**src/rv_pkg.sv**
```systemverilog
package rv_pkg;

    typedef logic [31:0] word_t;
    typedef logic [4:0]  reg_addr_t;
    typedef logic [3:0]  alu_op_t;
    typedef logic [1:0]  result_src_t;
    typedef logic [1:0]  fwd_sel_t;
    typedef logic [6:0]  opcode_t;
    typedef logic [2:0]  funct3_t;

    // alu operations
    localparam alu_op_t ALU_ADD    = 4'd0;
    localparam alu_op_t ALU_SUB    = 4'd1;
    localparam alu_op_t ALU_AND    = 4'd2;
    localparam alu_op_t ALU_OR     = 4'd3;
    localparam alu_op_t ALU_XOR    = 4'd4;
    localparam alu_op_t ALU_SLT    = 4'd5;
    localparam alu_op_t ALU_SLTU   = 4'd6;
    localparam alu_op_t ALU_SLL    = 4'd7;
    localparam alu_op_t ALU_SRL    = 4'd8;
    localparam alu_op_t ALU_SRA    = 4'd9;
    localparam alu_op_t ALU_PASS_B = 4'd10;

    // writeback source
    localparam result_src_t RES_ALU = 2'd0;
    localparam result_src_t RES_MEM = 2'd1;
    localparam result_src_t RES_PC4 = 2'd2;
    localparam result_src_t RES_IMM = 2'd3;

    // operand forwarding
    localparam fwd_sel_t FWD_NONE = 2'd0;
    localparam fwd_sel_t FWD_M    = 2'd1;
    localparam fwd_sel_t FWD_W    = 2'd2;

    localparam opcode_t OPC_OP     = 7'b0110011;
    localparam opcode_t OPC_OP_IMM = 7'b0010011;
    localparam opcode_t OPC_LUI    = 7'b0110111;
    localparam opcode_t OPC_AUIPC  = 7'b0010111;
    localparam opcode_t OPC_LOAD   = 7'b0000011;
    localparam opcode_t OPC_STORE  = 7'b0100011;
    localparam opcode_t OPC_BRANCH = 7'b1100011;
    localparam opcode_t OPC_JAL    = 7'b1101111;
    localparam opcode_t OPC_JALR   = 7'b1100111;
    localparam opcode_t OPC_SYSTEM = 7'b1110011;

    // branch conditions
    localparam funct3_t F3_BEQ  = 3'b000;
    localparam funct3_t F3_BNE  = 3'b001;
    localparam funct3_t F3_BLT  = 3'b100;
    localparam funct3_t F3_BGE  = 3'b101;
    localparam funct3_t F3_BLTU = 3'b110;
    localparam funct3_t F3_BGEU = 3'b111;
    // lw and sw width
    localparam funct3_t F3_WORD = 3'b010;

    // addi x0, x0, 0
    localparam word_t NOP_INSTR    = 32'h0000_0013;
    localparam word_t EBREAK_INSTR = 32'h0010_0073;

endpackage

```
**src/fetch_unit.sv**
```systemverilog
`timescale 1ns/100ps

module fetch_unit #(
    parameter rv_pkg::word_t RESET_PC = '0
) (
    input  logic          clk,
    input  logic          rst,
    input  logic          stall_d,
    input  logic          redirect,
    input  rv_pkg::word_t redirect_pc,
    input  logic          halt,
    output rv_pkg::word_t pc,
    output logic          imem_req
);

    logic halted;

    always_ff @(posedge clk) begin
        if (rst) begin
            pc     <= RESET_PC;
            halted <= 1'b0;
        end else begin
            if (halt) begin
                halted <= 1'b1;
            end
            // redirect wins over a plain advance
            if (redirect) begin
                pc <= redirect_pc;
            end else if (!stall_d && !halted && !halt) begin
                pc <= pc + 32'd4;
            end
        end
    end

    // one request per cycle until ebreak
    assign imem_req = ~halted;

endmodule

```
**src/instr_decoder.sv**
```systemverilog
`timescale 1ns/100ps

module instr_decoder (
    input  rv_pkg::word_t       instr,
    output rv_pkg::reg_addr_t   rs1,
    output rv_pkg::reg_addr_t   rs2,
    output rv_pkg::reg_addr_t   rd,
    output rv_pkg::word_t       imm,
    output rv_pkg::alu_op_t     alu_op,
    output logic                alu_src_imm,
    output logic                use_pc_a,
    output logic                reg_wen,
    output logic                mem_wen,
    output logic                mem_ren,
    output rv_pkg::result_src_t result_src,
    output logic                branch,
    output logic                jal,
    output logic                jalr,
    output rv_pkg::funct3_t     funct3,
    output logic                is_ebreak
);

    rv_pkg::opcode_t opcode;
    rv_pkg::alu_op_t arith_op;
    rv_pkg::word_t   imm_i;
    rv_pkg::word_t   imm_s;
    rv_pkg::word_t   imm_b;
    rv_pkg::word_t   imm_u;
    rv_pkg::word_t   imm_j;
    logic            alt;

    assign opcode = instr[6:0];
    assign funct3 = instr[14:12];
    assign rd     = instr[11:7];
    assign rs1    = instr[19:15];
    assign rs2    = instr[24:20];
    // bit 30 picks sub and sra
    assign alt    = instr[30];

    // ------------------------------------------------------------
    // immediate formats
    // ------------------------------------------------------------
    assign imm_i = {{20{instr[31]}}, instr[31:20]};
    assign imm_s = {{20{instr[31]}}, instr[31:25], instr[11:7]};
    assign imm_b = {{19{instr[31]}}, instr[31], instr[7], instr[30:25], instr[11:8], 1'b0};
    assign imm_u = {instr[31:12], 12'b0};
    assign imm_j = {{11{instr[31]}}, instr[31], instr[19:12], instr[20], instr[30:21], 1'b0};

    // shared funct3 map for OP and OP_IMM
    always_comb begin
        case (funct3)
            3'b001:  arith_op = rv_pkg::ALU_SLL;
            3'b010:  arith_op = rv_pkg::ALU_SLT;
            3'b011:  arith_op = rv_pkg::ALU_SLTU;
            3'b100:  arith_op = rv_pkg::ALU_XOR;
            3'b101:  arith_op = alt ? rv_pkg::ALU_SRA : rv_pkg::ALU_SRL;
            3'b110:  arith_op = rv_pkg::ALU_OR;
            3'b111:  arith_op = rv_pkg::ALU_AND;
            default: arith_op = rv_pkg::ALU_ADD;
        endcase
    end

    // ------------------------------------------------------------
    // control decode
    // ------------------------------------------------------------
    always_comb begin
        // defaults form a no-op
        imm         = imm_i;
        alu_op      = rv_pkg::ALU_ADD;
        alu_src_imm = 1'b0;
        use_pc_a    = 1'b0;
        reg_wen     = 1'b0;
        mem_wen     = 1'b0;
        mem_ren     = 1'b0;
        result_src  = rv_pkg::RES_ALU;
        branch      = 1'b0;
        jal         = 1'b0;
        jalr        = 1'b0;
        is_ebreak   = 1'b0;
        case (opcode)
            rv_pkg::OPC_OP: begin
                alu_op  = (funct3 == 3'b000 && alt) ? rv_pkg::ALU_SUB : arith_op;
                reg_wen = 1'b1;
            end
            rv_pkg::OPC_OP_IMM: begin
                alu_op      = arith_op;
                alu_src_imm = 1'b1;
                reg_wen     = 1'b1;
            end
            rv_pkg::OPC_LUI: begin
                imm         = imm_u;
                alu_op      = rv_pkg::ALU_PASS_B;
                alu_src_imm = 1'b1;
                result_src  = rv_pkg::RES_IMM;
                reg_wen     = 1'b1;
            end
            rv_pkg::OPC_AUIPC: begin
                imm         = imm_u;
                use_pc_a    = 1'b1;
                alu_src_imm = 1'b1;
                reg_wen     = 1'b1;
            end
            rv_pkg::OPC_LOAD: begin
                alu_src_imm = 1'b1;
                mem_ren     = (funct3 == rv_pkg::F3_WORD);
                reg_wen     = (funct3 == rv_pkg::F3_WORD);
                result_src  = rv_pkg::RES_MEM;
            end
            rv_pkg::OPC_STORE: begin
                imm         = imm_s;
                alu_src_imm = 1'b1;
                mem_wen     = (funct3 == rv_pkg::F3_WORD);
            end
            rv_pkg::OPC_BRANCH: begin
                imm    = imm_b;
                // 010 and 011 are not branches
                branch = (funct3[2:1] != 2'b01);
            end
            rv_pkg::OPC_JAL: begin
                imm        = imm_j;
                jal        = 1'b1;
                reg_wen    = 1'b1;
                result_src = rv_pkg::RES_PC4;
            end
            rv_pkg::OPC_JALR: begin
                jalr       = (funct3 == 3'b000);
                reg_wen    = (funct3 == 3'b000);
                result_src = rv_pkg::RES_PC4;
            end
            rv_pkg::OPC_SYSTEM: begin
                is_ebreak = (instr == rv_pkg::EBREAK_INSTR);
            end
            default: begin
            end
        endcase
    end

endmodule

```
**src/register_file.sv**
```systemverilog
`timescale 1ns/100ps

module register_file (
    input  logic              clk,
    input  logic              rst,
    input  rv_pkg::reg_addr_t raddr1,
    input  rv_pkg::reg_addr_t raddr2,
    output rv_pkg::word_t     rdata1,
    output rv_pkg::word_t     rdata2,
    input  rv_pkg::reg_addr_t waddr,
    input  rv_pkg::word_t     wdata,
    input  logic              wen
);

    rv_pkg::word_t regs [1:31];

    always_ff @(posedge clk) begin
        if (rst) begin
            for (int i = 1; i < 32; i++) begin
                regs[i] <= '0;
            end
        end else if (wen && waddr != 5'd0) begin
            regs[waddr] <= wdata;
        end
    end

    // x0 reads zero, a write in flight is seen at once
    function automatic rv_pkg::word_t read_port(rv_pkg::reg_addr_t addr);
        if (addr == 5'd0) begin
            return '0;
        end else if (wen && addr == waddr) begin
            return wdata;
        end
        return regs[addr];
    endfunction

    assign rdata1 = read_port(raddr1);
    assign rdata2 = read_port(raddr2);

endmodule

```
**src/hazard_unit.sv**
```systemverilog
`timescale 1ns/100ps

module hazard_unit (
    input  rv_pkg::reg_addr_t rs1_d,
    input  rv_pkg::reg_addr_t rs2_d,
    input  rv_pkg::reg_addr_t rs1_e,
    input  rv_pkg::reg_addr_t rs2_e,
    input  rv_pkg::reg_addr_t rd_e,
    input  rv_pkg::reg_addr_t rd_m,
    input  rv_pkg::reg_addr_t rd_w,
    input  logic              load_e,
    input  logic              wen_m,
    input  logic              wen_w,
    input  logic              valid_e,
    input  logic              valid_m,
    input  logic              valid_w,
    input  logic              taken_e,
    output logic              stall_d,
    output logic              flush,
    output rv_pkg::fwd_sel_t  fwd_a,
    output rv_pkg::fwd_sel_t  fwd_b
);

    logic live_m;
    logic live_w;

    // producers that will write a real register
    assign live_m = valid_m && wen_m && rd_m != 5'd0;
    assign live_w = valid_w && wen_w && rd_w != 5'd0;

    // load result is not ready until W
    assign stall_d = valid_e && load_e && rd_e != 5'd0 && (rd_e == rs1_d || rd_e == rs2_d);

    assign flush = valid_e && taken_e;

    // younger producer in M takes priority
    function automatic rv_pkg::fwd_sel_t pick(rv_pkg::reg_addr_t src);
        if (live_m && rd_m == src) begin
            return rv_pkg::FWD_M;
        end else if (live_w && rd_w == src) begin
            return rv_pkg::FWD_W;
        end
        return rv_pkg::FWD_NONE;
    endfunction

    assign fwd_a = pick(rs1_e);
    assign fwd_b = pick(rs2_e);

endmodule

```
**src/execute_unit.sv**
```systemverilog
`timescale 1ns/100ps

module execute_unit (
    input  rv_pkg::word_t       pc_e,
    input  rv_pkg::word_t       rdata1_e,
    input  rv_pkg::word_t       rdata2_e,
    input  rv_pkg::word_t       imm_e,
    input  rv_pkg::word_t       fwd_m_value,
    input  rv_pkg::word_t       fwd_w_value,
    input  rv_pkg::fwd_sel_t    fwd_a,
    input  rv_pkg::fwd_sel_t    fwd_b,
    input  rv_pkg::alu_op_t     alu_op,
    input  logic                alu_src_imm,
    input  logic                use_pc_a,
    input  logic                branch,
    input  logic                jal,
    input  logic                jalr,
    input  logic                valid_e,
    input  rv_pkg::funct3_t     funct3,
    input  rv_pkg::result_src_t result_src,
    output rv_pkg::word_t       result_e,
    output rv_pkg::word_t       store_data_e,
    output rv_pkg::word_t       redirect_pc,
    output logic                taken
);

    rv_pkg::word_t src_a;
    rv_pkg::word_t src_b;
    rv_pkg::word_t op_a;
    rv_pkg::word_t op_b;
    rv_pkg::word_t alu_y;
    rv_pkg::word_t pc_plus4;
    logic          cond;

    function automatic rv_pkg::word_t fwd_mux(rv_pkg::fwd_sel_t sel, rv_pkg::word_t reg_val);
        case (sel)
            rv_pkg::FWD_M: return fwd_m_value;
            rv_pkg::FWD_W: return fwd_w_value;
            default:       return reg_val;
        endcase
    endfunction

    assign src_a = fwd_mux(fwd_a, rdata1_e);
    assign src_b = fwd_mux(fwd_b, rdata2_e);
    assign op_a  = use_pc_a ? pc_e : src_a;
    assign op_b  = alu_src_imm ? imm_e : src_b;

    // ------------------------------------------------------------
    // alu
    // ------------------------------------------------------------
    always_comb begin
        case (alu_op)
            rv_pkg::ALU_SUB:    alu_y = op_a - op_b;
            rv_pkg::ALU_AND:    alu_y = op_a & op_b;
            rv_pkg::ALU_OR:     alu_y = op_a | op_b;
            rv_pkg::ALU_XOR:    alu_y = op_a ^ op_b;
            rv_pkg::ALU_SLT:    alu_y = {31'b0, $signed(op_a) < $signed(op_b)};
            rv_pkg::ALU_SLTU:   alu_y = {31'b0, op_a < op_b};
            rv_pkg::ALU_SLL:    alu_y = op_a << op_b[4:0];
            rv_pkg::ALU_SRL:    alu_y = op_a >> op_b[4:0];
            rv_pkg::ALU_SRA:    alu_y = $unsigned($signed(op_a) >>> op_b[4:0]);
            rv_pkg::ALU_PASS_B: alu_y = op_b;
            default:            alu_y = op_a + op_b;
        endcase
    end

    // branch compare on the forwarded register values
    always_comb begin
        case (funct3)
            rv_pkg::F3_BEQ:  cond = (src_a == src_b);
            rv_pkg::F3_BNE:  cond = (src_a != src_b);
            rv_pkg::F3_BLT:  cond = ($signed(src_a) < $signed(src_b));
            rv_pkg::F3_BGE:  cond = ($signed(src_a) >= $signed(src_b));
            rv_pkg::F3_BLTU: cond = (src_a < src_b);
            rv_pkg::F3_BGEU: cond = (src_a >= src_b);
            default:         cond = 1'b0;
        endcase
    end

    assign pc_plus4 = pc_e + 32'd4;

    always_comb begin
        case (result_src)
            rv_pkg::RES_PC4: result_e = pc_plus4;
            rv_pkg::RES_IMM: result_e = imm_e;
            default:         result_e = alu_y;
        endcase
    end

    assign store_data_e = src_b;
    assign taken        = valid_e && (jal || jalr || (branch && cond));
    // jalr target has bit 0 cleared
    assign redirect_pc  = jalr ? ((src_a + imm_e) & ~32'd1) : (pc_e + imm_e);

endmodule

```
**src/rv_pipeline.sv**
```systemverilog
`timescale 1ns/100ps

module rv_pipeline #(
    parameter rv_pkg::word_t RESET_PC = '0
) (
    input  logic          clk,
    input  logic          rst,
    output rv_pkg::word_t imem_addr,
    output logic          imem_req,
    input  rv_pkg::word_t imem_rdata,
    output rv_pkg::word_t dmem_addr,
    output rv_pkg::word_t dmem_wdata,
    output logic          dmem_wen,
    output logic          dmem_ren,
    input  rv_pkg::word_t dmem_rdata,
    output rv_pkg::word_t pc_w,
    output logic          valid_w,
    output logic          ebreak
);

    // hazard and redirect
    logic                stall_d, flush, taken, halt;
    rv_pkg::fwd_sel_t    fwd_a, fwd_b;
    rv_pkg::word_t       redirect_pc, pc_f;

    // decode stage
    logic                valid_d, hold_d;
    rv_pkg::word_t       pc_d, instr_d, instr_hold, imm_d, rdata1_d, rdata2_d;
    rv_pkg::reg_addr_t   rs1_d, rs2_d, rd_d;
    rv_pkg::alu_op_t     alu_op_d;
    rv_pkg::result_src_t result_src_d;
    rv_pkg::funct3_t     funct3_d;
    logic                alu_src_imm_d, use_pc_a_d, reg_wen_d, mem_wen_d, mem_ren_d;
    logic                branch_d, jal_d, jalr_d, ebreak_d;

    // execute stage
    logic                valid_e;
    rv_pkg::word_t       pc_e, imm_e, rdata1_e, rdata2_e, result_e, store_data_e;
    rv_pkg::reg_addr_t   rs1_e, rs2_e, rd_e;
    rv_pkg::alu_op_t     alu_op_e;
    rv_pkg::result_src_t result_src_e;
    rv_pkg::funct3_t     funct3_e;
    logic                alu_src_imm_e, use_pc_a_e, reg_wen_e, mem_wen_e, mem_ren_e;
    logic                branch_e, jal_e, jalr_e, ebreak_e;

    // memory and writeback stages
    logic                valid_m, reg_wen_m, mem_wen_m, mem_ren_m, ebreak_m, reg_wen_w;
    rv_pkg::word_t       pc_m, result_m, store_data_m, result_w, wb_value;
    rv_pkg::reg_addr_t   rd_m, rd_w;
    rv_pkg::result_src_t result_src_m, result_src_w;

    // ebreak in execute stops fetch and kills everything younger
    assign halt = valid_e && ebreak_e;

    fetch_unit #(.RESET_PC(RESET_PC)) u_fetch (
        .clk(clk), .rst(rst), .stall_d(stall_d), .redirect(taken),
        .redirect_pc(redirect_pc), .halt(halt), .pc(pc_f), .imem_req(imem_req)
    );

    assign imem_addr = pc_f;

    // ------------------------------------------------------------
    // decode buffer
    // ------------------------------------------------------------
    always_ff @(posedge clk) begin
        if (rst || flush) begin
            valid_d <= 1'b0;
            hold_d  <= 1'b0;
        end else if (stall_d) begin
            hold_d <= 1'b1;
        end else begin
            valid_d <= imem_req;
            hold_d  <= 1'b0;
        end
    end

    always_ff @(posedge clk) begin
        if (stall_d) begin
            instr_hold <= instr_d;
        end else begin
            pc_d <= pc_f;
        end
    end

    // memory has moved on during a stall so replay the held word
    assign instr_d = !valid_d ? rv_pkg::NOP_INSTR : (hold_d ? instr_hold : imem_rdata);

    instr_decoder u_decoder (
        .instr(instr_d), .rs1(rs1_d), .rs2(rs2_d), .rd(rd_d), .imm(imm_d),
        .alu_op(alu_op_d), .alu_src_imm(alu_src_imm_d), .use_pc_a(use_pc_a_d),
        .reg_wen(reg_wen_d), .mem_wen(mem_wen_d), .mem_ren(mem_ren_d),
        .result_src(result_src_d), .branch(branch_d), .jal(jal_d), .jalr(jalr_d),
        .funct3(funct3_d), .is_ebreak(ebreak_d)
    );

    register_file u_regs (
        .clk(clk), .rst(rst), .raddr1(rs1_d), .raddr2(rs2_d),
        .rdata1(rdata1_d), .rdata2(rdata2_d),
        .waddr(rd_w), .wdata(wb_value), .wen(valid_w && reg_wen_w)
    );

    hazard_unit u_hazard (
        .rs1_d(rs1_d), .rs2_d(rs2_d), .rs1_e(rs1_e), .rs2_e(rs2_e),
        .rd_e(rd_e), .rd_m(rd_m), .rd_w(rd_w), .load_e(mem_ren_e),
        .wen_m(reg_wen_m), .wen_w(reg_wen_w),
        .valid_e(valid_e), .valid_m(valid_m), .valid_w(valid_w),
        .taken_e(taken || ebreak_e), .stall_d(stall_d), .flush(flush),
        .fwd_a(fwd_a), .fwd_b(fwd_b)
    );

    // ------------------------------------------------------------
    // execute buffer
    // ------------------------------------------------------------
    always_ff @(posedge clk) begin
        if (rst || flush || stall_d) begin
            valid_e <= 1'b0;
        end else begin
            valid_e <= valid_d;
        end
    end

    always_ff @(posedge clk) begin
        pc_e          <= pc_d;
        imm_e         <= imm_d;
        rdata1_e      <= rdata1_d;
        rdata2_e      <= rdata2_d;
        rs1_e         <= rs1_d;
        rs2_e         <= rs2_d;
        rd_e          <= rd_d;
        alu_op_e      <= alu_op_d;
        result_src_e  <= result_src_d;
        funct3_e      <= funct3_d;
        alu_src_imm_e <= alu_src_imm_d;
        use_pc_a_e    <= use_pc_a_d;
        reg_wen_e     <= reg_wen_d;
        mem_wen_e     <= mem_wen_d;
        mem_ren_e     <= mem_ren_d;
        branch_e      <= branch_d;
        jal_e         <= jal_d;
        jalr_e        <= jalr_d;
        ebreak_e      <= ebreak_d;
    end

    execute_unit u_execute (
        .pc_e(pc_e), .rdata1_e(rdata1_e), .rdata2_e(rdata2_e), .imm_e(imm_e),
        .fwd_m_value(result_m), .fwd_w_value(wb_value), .fwd_a(fwd_a), .fwd_b(fwd_b),
        .alu_op(alu_op_e), .alu_src_imm(alu_src_imm_e), .use_pc_a(use_pc_a_e),
        .branch(branch_e), .jal(jal_e), .jalr(jalr_e), .valid_e(valid_e),
        .funct3(funct3_e), .result_src(result_src_e), .result_e(result_e),
        .store_data_e(store_data_e), .redirect_pc(redirect_pc), .taken(taken)
    );

    // ------------------------------------------------------------
    // memory and writeback buffers
    // ------------------------------------------------------------
    always_ff @(posedge clk) begin
        if (rst) begin
            valid_m <= 1'b0;
            valid_w <= 1'b0;
            ebreak  <= 1'b0;
        end else begin
            valid_m <= valid_e;
            valid_w <= valid_m;
            // rises as the ebreak enters W and sticks
            ebreak  <= ebreak || (valid_m && ebreak_m);
        end
    end

    always_ff @(posedge clk) begin
        pc_m         <= pc_e;
        rd_m         <= rd_e;
        result_m     <= result_e;
        store_data_m <= store_data_e;
        result_src_m <= result_src_e;
        reg_wen_m    <= reg_wen_e;
        mem_wen_m    <= mem_wen_e;
        mem_ren_m    <= mem_ren_e;
        ebreak_m     <= ebreak_e;
        pc_w         <= pc_m;
        rd_w         <= rd_m;
        result_w     <= result_m;
        result_src_w <= result_src_m;
        reg_wen_w    <= reg_wen_m;
    end

    assign dmem_addr  = result_m;
    assign dmem_wdata = store_data_m;
    assign dmem_wen   = valid_m && mem_wen_m;
    assign dmem_ren   = valid_m && mem_ren_m;

    // load data arrives one cycle after the M-stage read
    assign wb_value = (result_src_w == rv_pkg::RES_MEM) ? dmem_rdata : result_w;

endmodule

```
**config.mk**
```make
export PLATFORM = sky130hd
export DESIGN_NAME = rv_pipeline
export DESIGN_NICKNAME = d
export VERILOG_FILES = /design/src/rv_pkg.sv /design/src/fetch_unit.sv /design/src/instr_decoder.sv /design/src/register_file.sv /design/src/hazard_unit.sv /design/src/execute_unit.sv /design/src/rv_pipeline.sv
export SDC_FILE = /design/constraint.sdc
export NUM_CORES = 2
export LEC_CHECK = 0
export ABC_AREA = 1
export BUFFER_PORTS_ARGS = -buffer_cell sky130_fd_sc_hd__buf_2
export CORE_MARGIN = 4
export CORE_UTILIZATION = 40
export DETAILED_ROUTE_END_ITERATION = 12
export HOLD_SLACK_MARGIN = 0.06
export PLACE_DENSITY = 0.56
export SKIP_CTS_REPAIR_TIMING = 1
export SLEW_MARGIN = 5
export SYNTH_ARGS = -nofsm -noshare
export SYNTH_HDL_FRONTEND = slang
export SYNTH_SLANG_ARGS = --single-unit
```
**constraint.sdc**
```tcl
create_clock -name clk -period 13 [get_ports clk]
set_clock_uncertainty 0.1 [all_clocks]
set_input_delay 0.65 -clock clk [delete_from_list [all_inputs] [get_ports clk]]
set_output_delay 0.65 -clock clk [all_outputs]
set_load 0.01 [all_outputs]
```
# After elaboration in Yosys (flattened, before gate mapping)
# Memory sizes are Yosys's and may differ from the RTL's.
# Index checks and enable logic that the tools add are counted.
# W data, S select, Z words.
# word_totals
in_bits	66
output_inout_bits	133
ram_bits	992
mem_count	1
word_cells	212
register_bits	443
# memory_table
name	depth	word_bits	rd	rd_clocked_by_memory_dff	wr	line	rtl
u_regs.regs	31	32	2	0	31	register_file.sv:15	rv_pkg::word_t regs [1:31];
# op_classes
mux	52
shifts	3
n_bitwise	4
n_lt_le_gt_ge	6
addsub	6
eq_ne	51
reduce_logical	46
# ops
cell	n
$mux W32	15
$pmux W32 S10	1
$pmux W32 S2	3
$lt A32 B32 Y1	4
$pmux W31 S4	1
$add A32 B32 Y32	3
$add A32 B3 Y32 const B	2
$ge A32 B32 Y1	2
$eq A5 B5 Y1	8
$and A32 B32 Y32	1
$eq A32 B21 Y1 const B	1
$eq A32 B32 Y1	1
$ne A32 B32 Y1	1
$or A32 B32 Y32	1
$reduce_or A32 Y1	1
$shl A32 B5 Y32	1
$shr A32 B5 Y32	1
$sshr A32 B5 Y32	1
$sub A32 B32 Y32	1
$xor A32 B32 Y32	1
$eq A7 B7 Y1 const B	4
$pmux W4 S7	1
$eq A3 B3 Y1 const B	8
$logic_and A1 B1 Y1	23
29 further kinds	82

# Depth between registers and ports, before layout
# depth
ltp_word	17
mapped_depth	36
depth_no_buf	33

# Modules after synthesis
# Synthesis repeated with hierarchy kept, for this count alone.
# unflattened
cells_unflattened	12682
area_unflattened_um2	90936.0
# by_module_without_submodules
mod	seq_area_each_um2	n_inst	cells_per_inst	area_each_um2
register_file	30749.5	1	7905	59867.4
execute_unit	0.0	1	3439	17510.5
rv_pipeline	8848.5	1	648	9831.9
fetch_unit	660.6	1	356	2170.8
instr_decoder	0.0	1	203	987.2
hazard_unit	0.0	1	131	568.0

# Least setup slack after synthesis
# OpenSTA, ideal clock, no wires.
# synth_timing
path_type	input-to-reg
start	input dmem_rdata[3]
end	register result_m[20], in the netlist dmem_addr[20]
n_path_buf	2
cell_stages	26
t_arrival_ns	3.988
slack_ns	8.854
setup_ns	0.058
required_time_ns	12.842
cell_sequence	o21ai_1 > inv_1 > nand2_1 > o211ai_2 > o21ai_4 > buf_4 > buf_2 > ha_1 > inv_1 > nand3_1 > nand2_1 > nand2_1 > nand2_1 > nand2_1 > nand2_1 > a21oi_1 > o21ai_0 > a21oi_1 > o21ai_0 > a21oi_1 > or2_2 > nand3_1 > nand2_1 > inv_1 > nand2_1 > nand2_1
# synth_between
elab_chain_len	6
elab_cells_between_ends	12
cone_classes	add/sub (2); shift (3); mux (7)
# synth_lines
item	line	rtl
start, declared	rv_pipeline.sv:15	input rv_pkg::word_t dmem_rdata,
$mux W32 *	rv_pipeline.sv:192	assign wb_value = (result_src_w == rv_pkg::RES_MEM) ? dmem_rdata : result_w;
via u_execute.fwd_w_value[3]	execute_unit.sv:9	input rv_pkg::word_t fwd_w_value,
$pmux W32 S2 *	execute_unit.sv:36	case (sel)
via store_data_e[3]	rv_pipeline.sv:38	rv_pkg::word_t pc_e, imm_e, rdata1_e, rdata2_e, result_e, store_data_e;
$mux W32 *	execute_unit.sv:46	assign op_b = alu_src_imm ? imm_e : src_b;
$add A32 B32 Y32 (tied with other cells)	execute_unit.sv:63	default: alu_y = op_a + op_b;
$pmux W32 S10 *	execute_unit.sv:52	case (alu_op)
$pmux W32 S2 *	execute_unit.sv:83	case (result_src)
via result_e[20]	rv_pipeline.sv:38	
end signal, assigned	rv_pipeline.sv:172	result_m <= result_e;
end, declared	rv_pipeline.sv:48	rv_pkg::word_t pc_m, result_m, store_data_m, result_w, wb_value;
# The timed path passes the listed nets; every way through them passes the cells marked *.
# A chain may end at the register's enable or synchronous reset.

# Worst setup path after layout
# layout_timing
start	register result_src_w[1]
end	register result_m[23], in the netlist dmem_addr[23]
# layout_between
elab_chain_len	7
elab_cells_between_ends	16
cone_classes	add/sub (2); eq/ne (1); shift (3); mux (7); bitwise (3)
# layout_lines
item	line	rtl
start, declared	rv_pipeline.sv:50	rv_pkg::result_src_t result_src_m, result_src_w;
start signal, assigned	rv_pipeline.sv:182	result_src_w <= result_src_m;
$eq A2 B1 Y1 *	rv_pipeline.sv:192	
$mux W32 *	rv_pipeline.sv:192	
via u_execute.fwd_w_value[2]	execute_unit.sv:9	
$pmux W32 S2	execute_unit.sv:36	
$mux W32 (on tied branches)	execute_unit.sv:45, execute_unit.sv:46	
$add A32 B32 Y32 (tied with other cells)	execute_unit.sv:63	
$pmux W32 S10 *	execute_unit.sv:52	
$pmux W32 S2 *	execute_unit.sv:83	
via result_e[23]	rv_pipeline.sv:38	
# Marked as above.

==> results.ini <==
[run_status]
outcome=complete, no violations

[critical_path]
crit_path_end_kind=flip-flop
rrSetupSlack_ns=5.87
worstPathMaxFanout=48
crit_path_frequent_cell=nand2_1
slowest_delay_ns=0.93
r2r_cells=29
worstPathRequired_ns=13.63
worstSetupStartpointType=flip-flop
arrival_ns=7.76
reg2reg_from=result_src_w[1]$_DFF_P_
reg2reg_to=dmem_addr[23]$_DFF_P_
path_class=reg -> reg
crit_path_top_delay_cell=a21boi_0

[final_layout]
final_nets=10900
area_growth_pct=10.9
post-route-util=0.446
layout-drive-gt1-share=0.0823
stdcell_count=13600

[placement]
dpl.hpwl_mm=291
dp_cells=13300
place_ws_ns=6.24
place_congestion=1.10
portBuffers=198

[drt]
wl_per_cell_um=31.9
drtPass1Iterations=7
vias=84300
viasPerCell=6.19
drc=0
drt-initial-drc-count=12500
wirelength_mm=433
ant_nets=0

[synthesis]
ys_seq_elements=1467
synthTopCellsByCount=1521 x nor2_1, 1410 x nand2_1, 1274 x o21ai_0
ys_types=72
synth-edff-count=1088
synthCells=10800
ys.warnings.count=0
synth_seq_area_share=0.473
synth_top_area_frac=0.384
mappedNetlistArea_sq_um=85100
yosys.cell_count.top_type=nor2_1
synth_area_leader_cell=edfxtp_1
synth_area_leaders=edfxtp_1 38%, dfxtp_1 8.9%, o21ai_0 7.5%, nand3_1 7.1%, nor2_1 6.7%
ys.flop_type=edfxtp_1
syn_area_per_cell_sq_um=7.88
async_flop_share=0

[power]
p_sw_frac=0.394
comb_power_share=0.291
p_seq_frac=0.380
fin_total_pwr_mw=15.0
p_int_mw=9.12
p_sw_mw=5.93
leakage_nw=38.6
power.density_nw_per_um2=159
ir_drop_mv=0.160
clkPwrFrac=0.329

[clocking]
htree_levels=4
root_buffer=clkbuf_16
cts_buffer_depth=3
clkSinkCount=1467
cts-buffers-inserted=173
path_clk_slew_ns=0.06
clk_latency_ns=0.87
cts_tree=done

[global_routing]
grt_max_degree=201
first_global_vias=78200
grt_pass1_wl_mm=599
antenna_found_initial=60
grtUsageTotal=0.376
gr-total-overflow=0

[timing]
hold_violations=0
setup_viol=0
worstMarginPinSlew_ns=1.21
rsz0062_at_grt=false
fmax_mhz=140
post-route-period-util=0.548
drv_slew=0
timing.setup.tns_ns=0
setup_ws_ns=5.87
slew_headroom=0.184
fin_crit_ns=7.13

[min_path]
min_from=imem_rdata[27]
min_to=instr_hold[27]$_DFFE_PP_
hold_depth=3
hold_path.class=in -> reg

[flow_run]
maxCapViolCount=0

[floorplan]
dieHeight_um=469
rows=169
core_sq_um=212000
start_util=0.402
die_x_um=469
dieArea_sq_um=220000
ios=199

## metal layers
layer,wire (um),part of all wire,vias to the layer above,GRT usage
met5,37,0.000085,-,0
met4,30300,0.070,6,0.227
met3,47700,0.11,1217,0.0801
met2,190000,0.44,5784,0.577
met1,166000,0.38,40600,0.489
li1,-,-,36700,-
## power by group through the flow
| stage | Clock [mW] | Sequential [mW] | Combinational (mW) |
|---|---|---|---|
| detailed placement | 0 | 5.79 | 4.22 |
| finish | 4.94 | 5.72 | 4.38 |
| global route | 5.17 | 5.72 | 4.61 |
| floorplan | 0 | 5.58 | 2.42 |
| global placement | 0 | 5.79 | 4.23 |
| CTS | 4.99 | 5.69 | 4.23 |
## stage by stage
step                hold slack (ns)  instance area (sq um)
floorplan                     0.210                  85200
global placement              0.211                  88600
detailed placement            0.212                  88600
CTS                         -0.0377                  94300
global route                  0.101                  94400
finish                        0.126                  94400
## worst max path at each step
stage	slack (ns)	start	depth (start not counted)	endpoint
floorplan	8.85	dmem_rdata[3]	26	dmem_addr[20]$_DFF_P_
global placement	6.21	rd_w[2]$_DFF_P_	26	dmem_addr[24]$_DFF_P_
detailed placement	6.24	result_src_w[1]$_DFF_P_	27	dmem_addr[23]$_DFF_P_
CTS	6.22	result_src_w[1]$_DFF_P_	27	dmem_addr[23]$_DFF_P_
global route	5.73	result_src_w[1]$_DFF_P_	29	dmem_addr[23]$_DFF_P_
finish	5.87	result_src_w[1]$_DFF_P_	29	dmem_addr[23]$_DFF_P_
## sequential cells by signal (all words and copies together), names as in the netlist, 2 cells and up
| name | count |
|---|---|
| pc_m | 32 |
| dmem_addr | 32 |
| instr_hold | 32 |
| rd_e | 5 |
| funct3_e | 3 |
| result_src_m | 2 |
| rdata2_e | 32 |
| u_regs.regs | 1024 |
| dmem_wdata | 32 |
| rd_w | 5 |
| imm_e | 32 |
| result_w | 32 |
| u_fetch.pc | 32 |
| rdata1_e | 32 |
| result_src_e | 2 |
| rs1_e | 5 |
| rd_m | 5 |
| result_src_w | 2 |
| pc_w | 32 |
| pc_d | 32 |
| pc_e | 32 |
| rs2_e | 5 |
| alu_op_e | 4 |
## final cells by class
cell class / instances / area, sq um
Clock buffer: 230 / 4760
Clock inverter: 86 / 932
Sequential cell: 1467 / 40300
Fill cell: 21200 / 117000
Multi-Input combinational cell: 7508 / 38100
Inverter: 1041 / 3950
Antenna cell: 22 / 55.1
Timing Repair Buffer: 427 / 2790
Tap cell: 2821 / 3530
## layout by cell type, fill, tap and decap left out, types with 23 or more instances in the layout
| master | Yosys | routed |
|---|---|---|
| dfxtp_1 | 379 | 378 |
| nand2_1 | 1410 | 1372 |
| a211oi_1 | 66 | 66 |
| o22ai_1 | 88 | 88 |
| inv_2 | 22 | 23 |
| conb_1 | 1 | 32 |
| ha_1 | 192 | 192 |
| clkinv_2 | 0 | 28 |
| o21ai_4 | 5 | 37 |
| inv_1 | 1012 | 1006 |
| a31oi_1 | 65 | 65 |
| clkinv_1 | 3 | 26 |
| clkbuf_16 | 0 | 179 |
| nand3_1 | 1206 | 1202 |
| o21ai_0 | 1274 | 1274 |
| o211ai_1 | 150 | 150 |
| xor2_1 | 64 | 64 |
| nor2_1 | 1521 | 1517 |
| edfxtp_1 | 1088 | 1088 |
| nand3b_1 | 39 | 39 |
| buf_4 | 28 | 221 |
| clkbuf_1 | 606 | 41 |
| o221ai_1 | 28 | 28 |
| buf_2 | 106 | 198 |
| nand2_2 | 14 | 44 |
| nor3_1 | 70 | 70 |
| a21oi_1 | 890 | 890 |
| nand4_1 | 122 | 122 |
## logic make-up after synthesis
group / share of synthesized area
simple gates: 0.226
compound gates: 0.178
buf+inv: 0.0861
flops: 0.473
fa+ha+maj: 0.0292
xor+xnor: 0.00813
other cells: 0.0000441
## critical path, delay by kind of cell, from the launching register on
kind / cells / cell delay (ns)
buffers and inverters: 4 / 1.14
adder cells (fa/ha/maj): 1 / 0.44
flip-flops: 1 / 0.31
AO/OA/AOI/OAI: 8 / 2.80
AND/OR/NAND/NOR: 16 / 2.16
(Power assumes the default switching activity.)
